**src/rtl/rv_pkg.sv**
```systemverilog
// Shared definitions for the RV32I multi-cycle core.
// Widths, opcode and ALU operation enums, funct3 names and the
// immediate builders used by the decoder.

`default_nettype none

package rv_pkg;

    localparam int XLEN      = 32;
    localparam int ADDR_W    = 32;
    localparam int REG_SEL_W = 5;
    localparam int NUM_REGS  = 32;

    // major opcodes, bits [6:0] of the instruction
    typedef enum logic [6:0] {
        LOAD   = 7'h03,
        OPIMM  = 7'h13,
        AUIPC  = 7'h17,
        STORE  = 7'h23,
        OP     = 7'h33,
        LUI    = 7'h37,
        BRANCH = 7'h63,
        JALR   = 7'h67,
        JAL    = 7'h6f
    } opcode_e;

    typedef enum logic [3:0] {
        ADD, SUB, SLL, SLT, SLTU, XOR, SRL, SRA, OR, AND, PASS_B
    } alu_op_e;

    // branch conditions
    localparam logic [2:0] F3_BEQ  = 3'd0;
    localparam logic [2:0] F3_BNE  = 3'd1;
    localparam logic [2:0] F3_BLT  = 3'd4;
    localparam logic [2:0] F3_BGE  = 3'd5;
    localparam logic [2:0] F3_BLTU = 3'd6;
    localparam logic [2:0] F3_BGEU = 3'd7;

    // immediate and register ops
    localparam logic [2:0] F3_ADD  = 3'd0;
    localparam logic [2:0] F3_SLL  = 3'd1;
    localparam logic [2:0] F3_SLT  = 3'd2;
    localparam logic [2:0] F3_SLTU = 3'd3;
    localparam logic [2:0] F3_XOR  = 3'd4;
    localparam logic [2:0] F3_SR   = 3'd5;
    localparam logic [2:0] F3_OR   = 3'd6;
    localparam logic [2:0] F3_AND  = 3'd7;

    function automatic logic [XLEN-1:0] imm_i(input logic [XLEN-1:0] instr);
        return {{20{instr[31]}}, instr[31:20]};
    endfunction

    function automatic logic [XLEN-1:0] imm_s(input logic [XLEN-1:0] instr);
        return {{20{instr[31]}}, instr[31:25], instr[11:7]};
    endfunction

    function automatic logic [XLEN-1:0] imm_b(input logic [XLEN-1:0] instr);
        return {{19{instr[31]}}, instr[31], instr[7], instr[30:25], instr[11:8], 1'b0};
    endfunction

    function automatic logic [XLEN-1:0] imm_u(input logic [XLEN-1:0] instr);
        return {instr[31:12], 12'h000};
    endfunction

    function automatic logic [XLEN-1:0] imm_j(input logic [XLEN-1:0] instr);
        return {{11{instr[31]}}, instr[31], instr[19:12], instr[20], instr[30:21], 1'b0};
    endfunction

endpackage

`default_nettype wire

```
**src/rtl/rv_alu.sv**
```systemverilog
// Combinational RV32I ALU and branch comparator.
// The result follows op; branch_taken evaluates the funct3 condition
// on the same two operands.

`timescale 1ns/1ps
`default_nettype none

module rv_alu (
    input  rv_pkg::alu_op_e         op,
    input  logic [rv_pkg::XLEN-1:0] a,
    input  logic [rv_pkg::XLEN-1:0] b,
    input  logic [2:0]              funct3,
    output logic [rv_pkg::XLEN-1:0] result,
    output logic                    branch_taken
);
    import rv_pkg::*;

    logic [4:0] shamt;
    logic       lt_s;
    logic       lt_u;
    logic       eq;

    assign shamt = b[4:0];
    assign lt_s  = $signed(a) < $signed(b);
    assign lt_u  = a < b;
    assign eq    = a == b;

    always_comb begin
        case (op)
            ADD:     result = a + b;
            SUB:     result = a - b;
            SLL:     result = a << shamt;
            SLT:     result = {{(XLEN-1){1'b0}}, lt_s};
            SLTU:    result = {{(XLEN-1){1'b0}}, lt_u};
            XOR:     result = a ^ b;
            SRL:     result = a >> shamt;
            SRA:     result = $unsigned($signed(a) >>> shamt);
            OR:      result = a | b;
            AND:     result = a & b;
            PASS_B:  result = b;
            default: result = '0;
        endcase
    end

    always_comb begin
        case (funct3)
            F3_BEQ:  branch_taken = eq;
            F3_BNE:  branch_taken = !eq;
            F3_BLT:  branch_taken = lt_s;
            F3_BGE:  branch_taken = !lt_s;
            F3_BLTU: branch_taken = lt_u;
            F3_BGEU: branch_taken = !lt_u;
            // funct3 2 and 3 are reserved for branches
            default: branch_taken = 1'b0;
        endcase
    end

endmodule

`default_nettype wire

```
**src/rtl/rv_control.sv**
```systemverilog
// Core sequencer. Issues the fetch, executes on the fetch acknowledge,
// waits in MEM_WAIT for load and store data, and stops in HALTED.
// Also drives the memory port, the register write and the output strobe.

`timescale 1ns/1ps
`default_nettype none

module rv_control #(
    parameter logic [rv_pkg::ADDR_W-1:0] OUT_ADDR  = 32'd1000,
    parameter logic [rv_pkg::ADDR_W-1:0] HALT_ADDR = 32'd1004
) (
    input  logic                         clk,
    input  logic                         rst,
    input  logic                         mem_ack,
    input  rv_pkg::opcode_e              opcode,
    input  logic                         imm_valid_op,
    input  logic [rv_pkg::REG_SEL_W-1:0] rd,
    input  logic [rv_pkg::XLEN-1:0]      alu_result,
    input  logic [rv_pkg::XLEN-1:0]      rs2_data,
    input  logic [rv_pkg::XLEN-1:0]      mem_rd_data,
    input  logic [rv_pkg::ADDR_W-1:0]    next_pc,
    input  logic [rv_pkg::ADDR_W-1:0]    link_addr,
    output logic [rv_pkg::ADDR_W-1:0]    mem_addr,
    output logic [rv_pkg::XLEN-1:0]      mem_wr_data,
    output logic                         mem_rd_req,
    output logic                         mem_wr_req,
    output logic                         capture,
    output logic                         use_latched,
    output logic                         pc_load,
    output logic                         wr_en,
    output logic [rv_pkg::REG_SEL_W-1:0] wr_sel,
    output logic [rv_pkg::XLEN-1:0]      wr_data,
    output logic [rv_pkg::XLEN-1:0]      out,
    output logic                         outen,
    output logic                         halt
);
    import rv_pkg::*;

    typedef enum logic [1:0] {FETCH, EXEC, MEM_WAIT, HALTED} ctrl_state_e;

    ctrl_state_e state;
    ctrl_state_e state_next;
    logic        is_out;
    logic        is_halt;
    logic        to_mem;
    logic        writes_rd;

    always_ff @(posedge clk or posedge rst) begin
        if (rst) begin
            state <= FETCH;
        end else begin
            state <= state_next;
        end
    end

    // store address decode, the ALU computes rs1 + offset
    assign is_out    = (opcode == STORE) && (alu_result == OUT_ADDR);
    assign is_halt   = (opcode == STORE) && (alu_result == HALT_ADDR);
    assign to_mem    = (opcode == LOAD) || ((opcode == STORE) && !is_out);
    assign writes_rd = opcode inside {OPIMM, OP, LUI, AUIPC, JAL, JALR};

    assign capture     = (state == EXEC) && mem_ack;
    assign use_latched = (state == MEM_WAIT);
    assign halt        = (state == HALTED);

    assign wr_sel  = rd;
    assign wr_data = (opcode == LOAD) ? mem_rd_data :
                     (opcode == JAL || opcode == JALR) ? link_addr : alu_result;

    always_comb begin
        state_next  = state;
        mem_addr    = '0;
        mem_wr_data = '0;
        mem_rd_req  = 1'b0;
        mem_wr_req  = 1'b0;
        pc_load     = 1'b0;
        wr_en       = 1'b0;
        out         = '0;
        outen       = 1'b0;
        case (state)
            FETCH: begin
                // link_addr is pc + 4, so one word back is the reset pc
                mem_addr   = link_addr - ADDR_W'(4);
                // no request goes out while reset is held
                mem_rd_req = !rst;
                state_next = EXEC;
            end
            EXEC: begin
                if (mem_ack) begin
                    if (!imm_valid_op || is_halt) begin
                        state_next = HALTED;
                    end else if (to_mem) begin
                        mem_addr    = alu_result;
                        mem_rd_req  = (opcode == LOAD);
                        mem_wr_req  = (opcode == STORE);
                        mem_wr_data = (opcode == STORE) ? rs2_data : '0;
                        state_next  = MEM_WAIT;
                    end else begin
                        wr_en      = writes_rd;
                        outen      = is_out;
                        out        = is_out ? rs2_data : '0;
                        pc_load    = 1'b1;
                        mem_addr   = next_pc;
                        mem_rd_req = 1'b1;
                    end
                end
            end
            MEM_WAIT: begin
                if (mem_ack) begin
                    wr_en      = (opcode == LOAD);
                    pc_load    = 1'b1;
                    mem_addr   = next_pc;
                    mem_rd_req = 1'b1;
                    state_next = EXEC;
                end
            end
            HALTED: begin
                // stays here until reset
                state_next = HALTED;
            end
            default: state_next = HALTED;
        endcase
    end

endmodule

`default_nettype wire

```
**src/rtl/rv_core.sv**
```systemverilog
// Top level of the RV32I core. Connects decoder, register file, ALU and
// pc unit to the control FSM. Memory sits outside on a request and
// acknowledge port; results leave through out and outen.

`timescale 1ns/1ps
`default_nettype none

module rv_core #(
    parameter logic [rv_pkg::ADDR_W-1:0] RESET_PC  = '0,
    parameter logic [rv_pkg::ADDR_W-1:0] OUT_ADDR  = 32'd1000,
    parameter logic [rv_pkg::ADDR_W-1:0] HALT_ADDR = 32'd1004
) (
    input  logic                      clk,
    input  logic                      rst,
    input  logic [rv_pkg::XLEN-1:0]   mem_rd_data,
    input  logic                      mem_ack,
    output logic [rv_pkg::ADDR_W-1:0] mem_addr,
    output logic [rv_pkg::XLEN-1:0]   mem_wr_data,
    output logic                      mem_rd_req,
    output logic                      mem_wr_req,
    output logic [rv_pkg::XLEN-1:0]   out,
    output logic                      outen,
    output logic                      halt
);
    import rv_pkg::*;

    opcode_e              opcode;
    alu_op_e              alu_op;
    logic [REG_SEL_W-1:0] rd;
    logic [REG_SEL_W-1:0] rs1;
    logic [REG_SEL_W-1:0] rs2;
    logic [2:0]           funct3;
    logic [XLEN-1:0]      imm;
    logic                 imm_valid_op;
    logic [XLEN-1:0]      rs1_data;
    logic [XLEN-1:0]      rs2_data;
    logic [XLEN-1:0]      op_a;
    logic [XLEN-1:0]      op_b;
    logic [XLEN-1:0]      alu_result;
    logic                 branch_taken;
    logic [ADDR_W-1:0]    pc;
    logic [ADDR_W-1:0]    next_pc;
    logic [ADDR_W-1:0]    link_addr;
    logic                 capture;
    logic                 use_latched;
    logic                 pc_load;
    logic                 wr_en;
    logic [REG_SEL_W-1:0] wr_sel;
    logic [XLEN-1:0]      wr_data;

    // AUIPC adds to the pc, OP and BRANCH work on two registers
    assign op_a = (opcode == AUIPC) ? pc : rs1_data;
    assign op_b = (opcode == OP || opcode == BRANCH) ? rs2_data : imm;

    rv_decode u_decode (
        .clk(clk), .rst(rst), .capture(capture), .mem_rd_data(mem_rd_data),
        .use_latched(use_latched), .opcode(opcode), .rd(rd), .rs1(rs1), .rs2(rs2),
        .funct3(funct3), .alu_op(alu_op), .imm(imm), .imm_valid_op(imm_valid_op)
    );

    rv_regfile u_regfile (
        .clk(clk), .rst(rst), .wr_en(wr_en), .wr_sel(wr_sel), .rs1_sel(rs1),
        .rs2_sel(rs2), .wr_data(wr_data), .rs1_data(rs1_data), .rs2_data(rs2_data)
    );

    rv_alu u_alu (
        .op(alu_op), .a(op_a), .b(op_b), .funct3(funct3),
        .result(alu_result), .branch_taken(branch_taken)
    );

    rv_pc_unit #(.RESET_PC(RESET_PC)) u_pc_unit (
        .clk(clk), .rst(rst), .pc_load(pc_load), .branch_taken(branch_taken),
        .opcode(opcode), .imm(imm), .rs1_data(rs1_data), .pc(pc),
        .next_pc(next_pc), .link_addr(link_addr)
    );

    rv_control #(.OUT_ADDR(OUT_ADDR), .HALT_ADDR(HALT_ADDR)) u_control (
        .clk(clk), .rst(rst), .mem_ack(mem_ack), .opcode(opcode),
        .imm_valid_op(imm_valid_op), .rd(rd), .alu_result(alu_result),
        .rs2_data(rs2_data), .mem_rd_data(mem_rd_data), .next_pc(next_pc),
        .link_addr(link_addr), .mem_addr(mem_addr), .mem_wr_data(mem_wr_data),
        .mem_rd_req(mem_rd_req), .mem_wr_req(mem_wr_req), .capture(capture),
        .use_latched(use_latched), .pc_load(pc_load), .wr_en(wr_en),
        .wr_sel(wr_sel), .wr_data(wr_data), .out(out), .outen(outen), .halt(halt)
    );

endmodule

`default_nettype wire

```
**src/rtl/rv_decode.sv**
```systemverilog
// Instruction decoder with the instruction register.
// Decodes either the word arriving from memory or the word captured on
// the fetch acknowledge, so a load still knows its rd while it waits.

`timescale 1ns/1ps
`default_nettype none

module rv_decode (
    input  logic                         clk,
    input  logic                         rst,
    input  logic                         capture,
    input  logic [rv_pkg::XLEN-1:0]      mem_rd_data,
    input  logic                         use_latched,
    output rv_pkg::opcode_e              opcode,
    output logic [rv_pkg::REG_SEL_W-1:0] rd,
    output logic [rv_pkg::REG_SEL_W-1:0] rs1,
    output logic [rv_pkg::REG_SEL_W-1:0] rs2,
    output logic [2:0]                   funct3,
    output rv_pkg::alu_op_e              alu_op,
    output logic [rv_pkg::XLEN-1:0]      imm,
    output logic                         imm_valid_op
);
    import rv_pkg::*;

    logic [XLEN-1:0] instr_q;
    logic [XLEN-1:0] instr;
    logic            alt;

    // funct3 to ALU operation, alt picks SUB or SRA
    function automatic alu_op_e funct_to_op(input logic [2:0] f3, input logic alt_sel);
        case (f3)
            F3_ADD:  return alt_sel ? SUB : ADD;
            F3_SLL:  return SLL;
            F3_SLT:  return SLT;
            F3_SLTU: return SLTU;
            F3_XOR:  return XOR;
            F3_SR:   return alt_sel ? SRA : SRL;
            F3_OR:   return OR;
            default: return AND;
        endcase
    endfunction

    always_ff @(posedge clk or posedge rst) begin
        if (rst) begin
            instr_q <= '0;
        end else if (capture) begin
            instr_q <= mem_rd_data;
        end
    end

    assign instr  = use_latched ? instr_q : mem_rd_data;
    assign opcode = opcode_e'(instr[6:0]);
    assign rd     = instr[11:7];
    assign funct3 = instr[14:12];
    assign rs1    = instr[19:15];
    assign rs2    = instr[24:20];
    assign alt    = instr[30];

    always_comb begin
        alu_op       = ADD;
        imm          = '0;
        imm_valid_op = 1'b1;
        case (opcode)
            OPIMM: begin
                imm = imm_i(instr);
                // bit 30 only means SRAI here, addi has no subtract form
                alu_op = funct_to_op(funct3, alt && (funct3 == F3_SR));
            end
            OP:     alu_op = funct_to_op(funct3, alt);
            LOAD:   imm = imm_i(instr);
            JALR:   imm = imm_i(instr);
            STORE:  imm = imm_s(instr);
            BRANCH: imm = imm_b(instr);
            JAL:    imm = imm_j(instr);
            AUIPC:  imm = imm_u(instr);
            LUI: begin
                imm    = imm_u(instr);
                alu_op = PASS_B;
            end
            default: imm_valid_op = 1'b0;
        endcase
    end

endmodule

`default_nettype wire

```
**src/rtl/rv_pc_unit.sv**
```systemverilog
// Program counter and next-pc logic.
// next_pc is pc + 4, a pc-relative branch or JAL target, or the JALR
// target; the pc takes it on the edge after pc_load.

`timescale 1ns/1ps
`default_nettype none

module rv_pc_unit #(
    parameter logic [rv_pkg::ADDR_W-1:0] RESET_PC = '0
) (
    input  logic                      clk,
    input  logic                      rst,
    input  logic                      pc_load,
    input  logic                      branch_taken,
    input  rv_pkg::opcode_e           opcode,
    input  logic [rv_pkg::XLEN-1:0]   imm,
    input  logic [rv_pkg::XLEN-1:0]   rs1_data,
    output logic [rv_pkg::ADDR_W-1:0] pc,
    output logic [rv_pkg::ADDR_W-1:0] next_pc,
    output logic [rv_pkg::ADDR_W-1:0] link_addr
);
    import rv_pkg::*;

    logic [ADDR_W-1:0] rel_target;
    logic [ADDR_W-1:0] jalr_sum;

    always_ff @(posedge clk or posedge rst) begin
        if (rst) begin
            pc <= RESET_PC;
        end else if (pc_load) begin
            pc <= next_pc;
        end
    end

    assign link_addr  = pc + ADDR_W'(4);
    assign rel_target = pc + imm;
    assign jalr_sum   = rs1_data + imm;

    always_comb begin
        case (opcode)
            JAL:     next_pc = rel_target;
            BRANCH:  next_pc = branch_taken ? rel_target : link_addr;
            JALR:    next_pc = {jalr_sum[ADDR_W-1:1], 1'b0};
            default: next_pc = link_addr;
        endcase
    end

endmodule

`default_nettype wire

```
**src/rtl/rv_regfile.sv**
```systemverilog
// Integer register file, two combinational read ports and one
// write port that updates on the clock edge. x0 always reads zero.

`timescale 1ns/1ps
`default_nettype none

module rv_regfile (
    input  logic                         clk,
    input  logic                         rst,
    input  logic                         wr_en,
    input  logic [rv_pkg::REG_SEL_W-1:0] wr_sel,
    input  logic [rv_pkg::REG_SEL_W-1:0] rs1_sel,
    input  logic [rv_pkg::REG_SEL_W-1:0] rs2_sel,
    input  logic [rv_pkg::XLEN-1:0]      wr_data,
    output logic [rv_pkg::XLEN-1:0]      rs1_data,
    output logic [rv_pkg::XLEN-1:0]      rs2_data
);
    import rv_pkg::*;

    logic [XLEN-1:0] regs [NUM_REGS];

    always_ff @(posedge clk or posedge rst) begin
        if (rst) begin
            for (int i = 0; i < NUM_REGS; i++) begin
                regs[i] <= '0;
            end
        end else if (wr_en && (wr_sel != '0)) begin
            regs[wr_sel] <= wr_data;
        end
    end

    assign rs1_data = (rs1_sel == '0) ? '0 : regs[rs1_sel];
    assign rs2_data = (rs2_sel == '0) ? '0 : regs[rs2_sel];

endmodule

`default_nettype wire

```
**config.mk**
```make
export PLATFORM = sky130hd
export DESIGN_NAME = rv_core
export DESIGN_NICKNAME = d
export VERILOG_FILES = /design/src/rtl/rv_pkg.sv /design/src/rtl/rv_alu.sv /design/src/rtl/rv_control.sv /design/src/rtl/rv_core.sv /design/src/rtl/rv_decode.sv /design/src/rtl/rv_pc_unit.sv /design/src/rtl/rv_regfile.sv
export SDC_FILE = /design/constraint.sdc
export NUM_CORES = 2
export LEC_CHECK = 0
export ABC_AREA = 0
export BUFFER_PORTS_ARGS = -buffer_cell sky130_fd_sc_hd__buf_2
export CORE_AREA = 2 2 519 521
export CTS_CLUSTER_DIAMETER = 40
export DETAILED_ROUTE_END_ITERATION = 10
export DIE_AREA = 0 0 521 523
export GPL_TIMING_DRIVEN = 0
export PLACE_DENSITY = 0.45
export SLEW_MARGIN = 0
export SYNTH_ARGS = -nofsm -noshare
export SYNTH_HDL_FRONTEND = slang
export SYNTH_SLANG_ARGS = --single-unit
```
**constraint.sdc**
```tcl
create_clock -name clk -period 146.9 [get_ports clk]
set_clock_uncertainty 0.1 [all_clocks]
set_input_delay 44.07 -clock clk [delete_from_list [all_inputs] [get_ports clk]]
set_output_delay 44.07 -clock clk [all_outputs]
set_load 0.03 [all_outputs]
```
==> impl_metrics.ini <==
[outcome]
outcome = finished, violations left
violations = max-capacitance violations, max-slew violations

[min_path]
worstHoldStart = u_regfile.regs[1013]
hold_depth = 1
hp-class = flip-flop to flip-flop
holdPathEnd = u_regfile.regs[1013]

[worst_setup_path]
critPathRequiredTime_ns = 102.73
crit_start = mem_rd_data[20]
max_stage_delay_ns = 1.18
ff2ff_path_depth = 43
crit_buf_inv = 18
rr_endpoint = u_pc_unit.pc[11]
cp-start-kind = primary input
crit_type = primary input to primary output
reg2reg_from = u_control.state[0]
cp_max_fo = 10
r2r_slack_ns = 125.29
cp_common_cell = buf_2
slowest_stage = clkbuf_1
path_delay_family = buffers and inverters
cp-end-kind = primary output
critical_path_arrival_ns = 65.28

[timing]
relSlewSlack = -0.171
setup_ws_ns = 37.45
worstMarginPinSlew_ns = 1.76
fin_tns_setup_ns = 0
max_freq_ghz = 0.00914
slew_viol_final = 645
fin_crit_ns = 109.45
final-setup-viol-count = 0
period_share = 0.745
grt_setup_unrepaired = no
hold_viol_final = 0

[layout]
finish.utilization = 0.364
nNetsFinal = 10600
mostFrequentLayoutCell = nand2_1
nFillCells = 28000
area_delta_synth_final_pct = 21.9
drive_gt1_frac = 0.139
stdcell_count = 14300
multi_input_area_sq_um = 48500
ff_latch_area_sq_um = 27300
layout_common_cells = 1988 x nand2_1, 1380 x o21ai_0, 1090 x dfrtp_1

[synthesis]
ys_warn_count = 0
yosys-top-cells-area = dfrtp_1 34%, nand2_1 9.4%, o21ai_0 8.8%
syn_area_per_cell_sq_um = 8.07
ys_ff_latch = 1090
ys.flop_type = dfrtp_1
postSynth.asyncResetShare = 1.00
synth.distinct_cells = 104
synth_edf_count = 0
netlist.area_leader.share = 0.342
synth_top_area_cell = dfrtp_1
netlist_area_sq_um = 79700
postSynthCellCount = 9878
ys_seq_area_frac = 0.342
synthesis.nets = 10100

[job]
cap_violations = 68

[placement]
gp_congestion = 1.15
dp_worst_setup_slack_ns = 38.98
dpl.hpwl_mm = 560
portBuffers = 126
dp.cells = 13700

[grt]
grt_max_degree = 122
antenna_found_initial = 139
grt_pass1_wl_mm = 919
gr-total-overflow = 0
grtUsageTotal = 0.515
first_global_vias = 88000

[cts]
numCtsBuffers = 268
cts_buffer_depth = 4
path_clk_slew_ns = 0.04
cts.sinks = 1090
cts_tree = done
clock_latency_ns = 0.96
postCtsHoldBufs = 0
cts-htree-levels = 5
cts_resized = 0
cts_setup_buffers = 0
clk_root_buffer_cell = clkbuf_16

[power_and_ir_drop]
max-vdd-ir-drop_mv = 0.0107
power_density_nw_per_um2 = 12.9
p_leak_nw = 39.2

[floorplanning]
start_util = 0.298
rows = 190
die_x_um = 521
dieArea_sq_um = 272000
die_y_um = 523
core_sq_um = 267000
io_pins = 135

[route]
first_pass_iters = 9
viasPerCell = 6.90
routed.top_layer = met5
postRouteAntennaNets = 0
drt-initial-drc-count = 16800
route.met2.wl_mm = 289
met1_length_mm = 259
wl_per_cell_um = 51.0
drc = 0
wl_mm = 728
wl_met3_mm = 98.5
vias = 98500
==> logic make-up (layout without fill, tap and decap cells) <==
family,after synthesis,in the layout,synth area share
simple gates,3417,3417,0.188
compound gates,3416,3416,0.261
buf+inv,1121,1846,0.0558
flops,1090,1090,0.342
mux,548,548,0.113
fa+ha+maj,168,168,0.0268
xor+xnor,118,118,0.0130
other cells,0,113,0
==> worst max path at each step <==
stage | endpoint | slack (ns) | cells past startpoint
finish | mem_addr[11] | 37.45 | 41
global route | mem_addr[11] | 38.28 | 41
CTS | mem_addr[11] | 38.93 | 41
detailed placement | mem_addr[11] | 38.98 | 41
global placement | mem_rd_req | 21.25 | 5
floorplan | mem_rd_req | 33.87 | 3
==> metrics by stage <==
stage / hold WS, ns / power, mW / area [sq um]
finish: 0.376 / 1.25 / 97100
global route: 0.392 / 1.25 / 96900
CTS: 0.379 / 1.22 / 96800
detailed placement: 0.370 / 0.587 / 87300
global placement: 0.363 / 0.578 / 84700
floorplan: 0.342 / 0.424 / 79700
==> layer usage <==
metal  GRT usage  vias up
met4       0.473       58
met2       0.715     9013
met5     0.00450        -
met3       0.235     2770
met1       0.587    49500
li1            -    37100
==> power by group <==
group	switching [mW]	internal [mW]
clock	0.219	0.419
combinational	0.243	0.0547
sequential	0.00734	0.307
total	0.469	0.781
==> cell usage after synthesis (all sizes together), types with 51 or more instances <==
master,count
xnor2,82
buf,239
a211oi,251
mux2,79
and3,52
nand3,320
nor2,428
mux2i,204
nand2,1989
clkbuf,678
ha,164
inv,202
o22ai,153
nand2b,89
nor3,98
a21oi,701
dfrtp,1090
mux4,265
o211ai,111
a31oi,83
and2,52
a221oi,69
a32oi,51
a22oi,117
nor2b,188
o21ai,1428
==> final cells by class <==
cell class / instances / share of cell area
sequential: 1090 / 0.281
inverter: 204 / 0.00796
multi-input combinational: 7667 / 0.500
clock inverter: 141 / 0.0208
antenna: 113 / 0.00291
tap: 3552 / 0.0458
buffer: 917 / 0.0396
timing repair buffer: 248 / 0.0257
clock buffer: 336 / 0.0767
==> sequential cells by signal, summed over array words and instances (netlist names) <==
register / count
u_regfile.regs: 1024
u_pc_unit.pc: 32
u_decode.instr_q: 32
u_control.state: 2
Note: power is estimated with default switching activity, not from simulation.
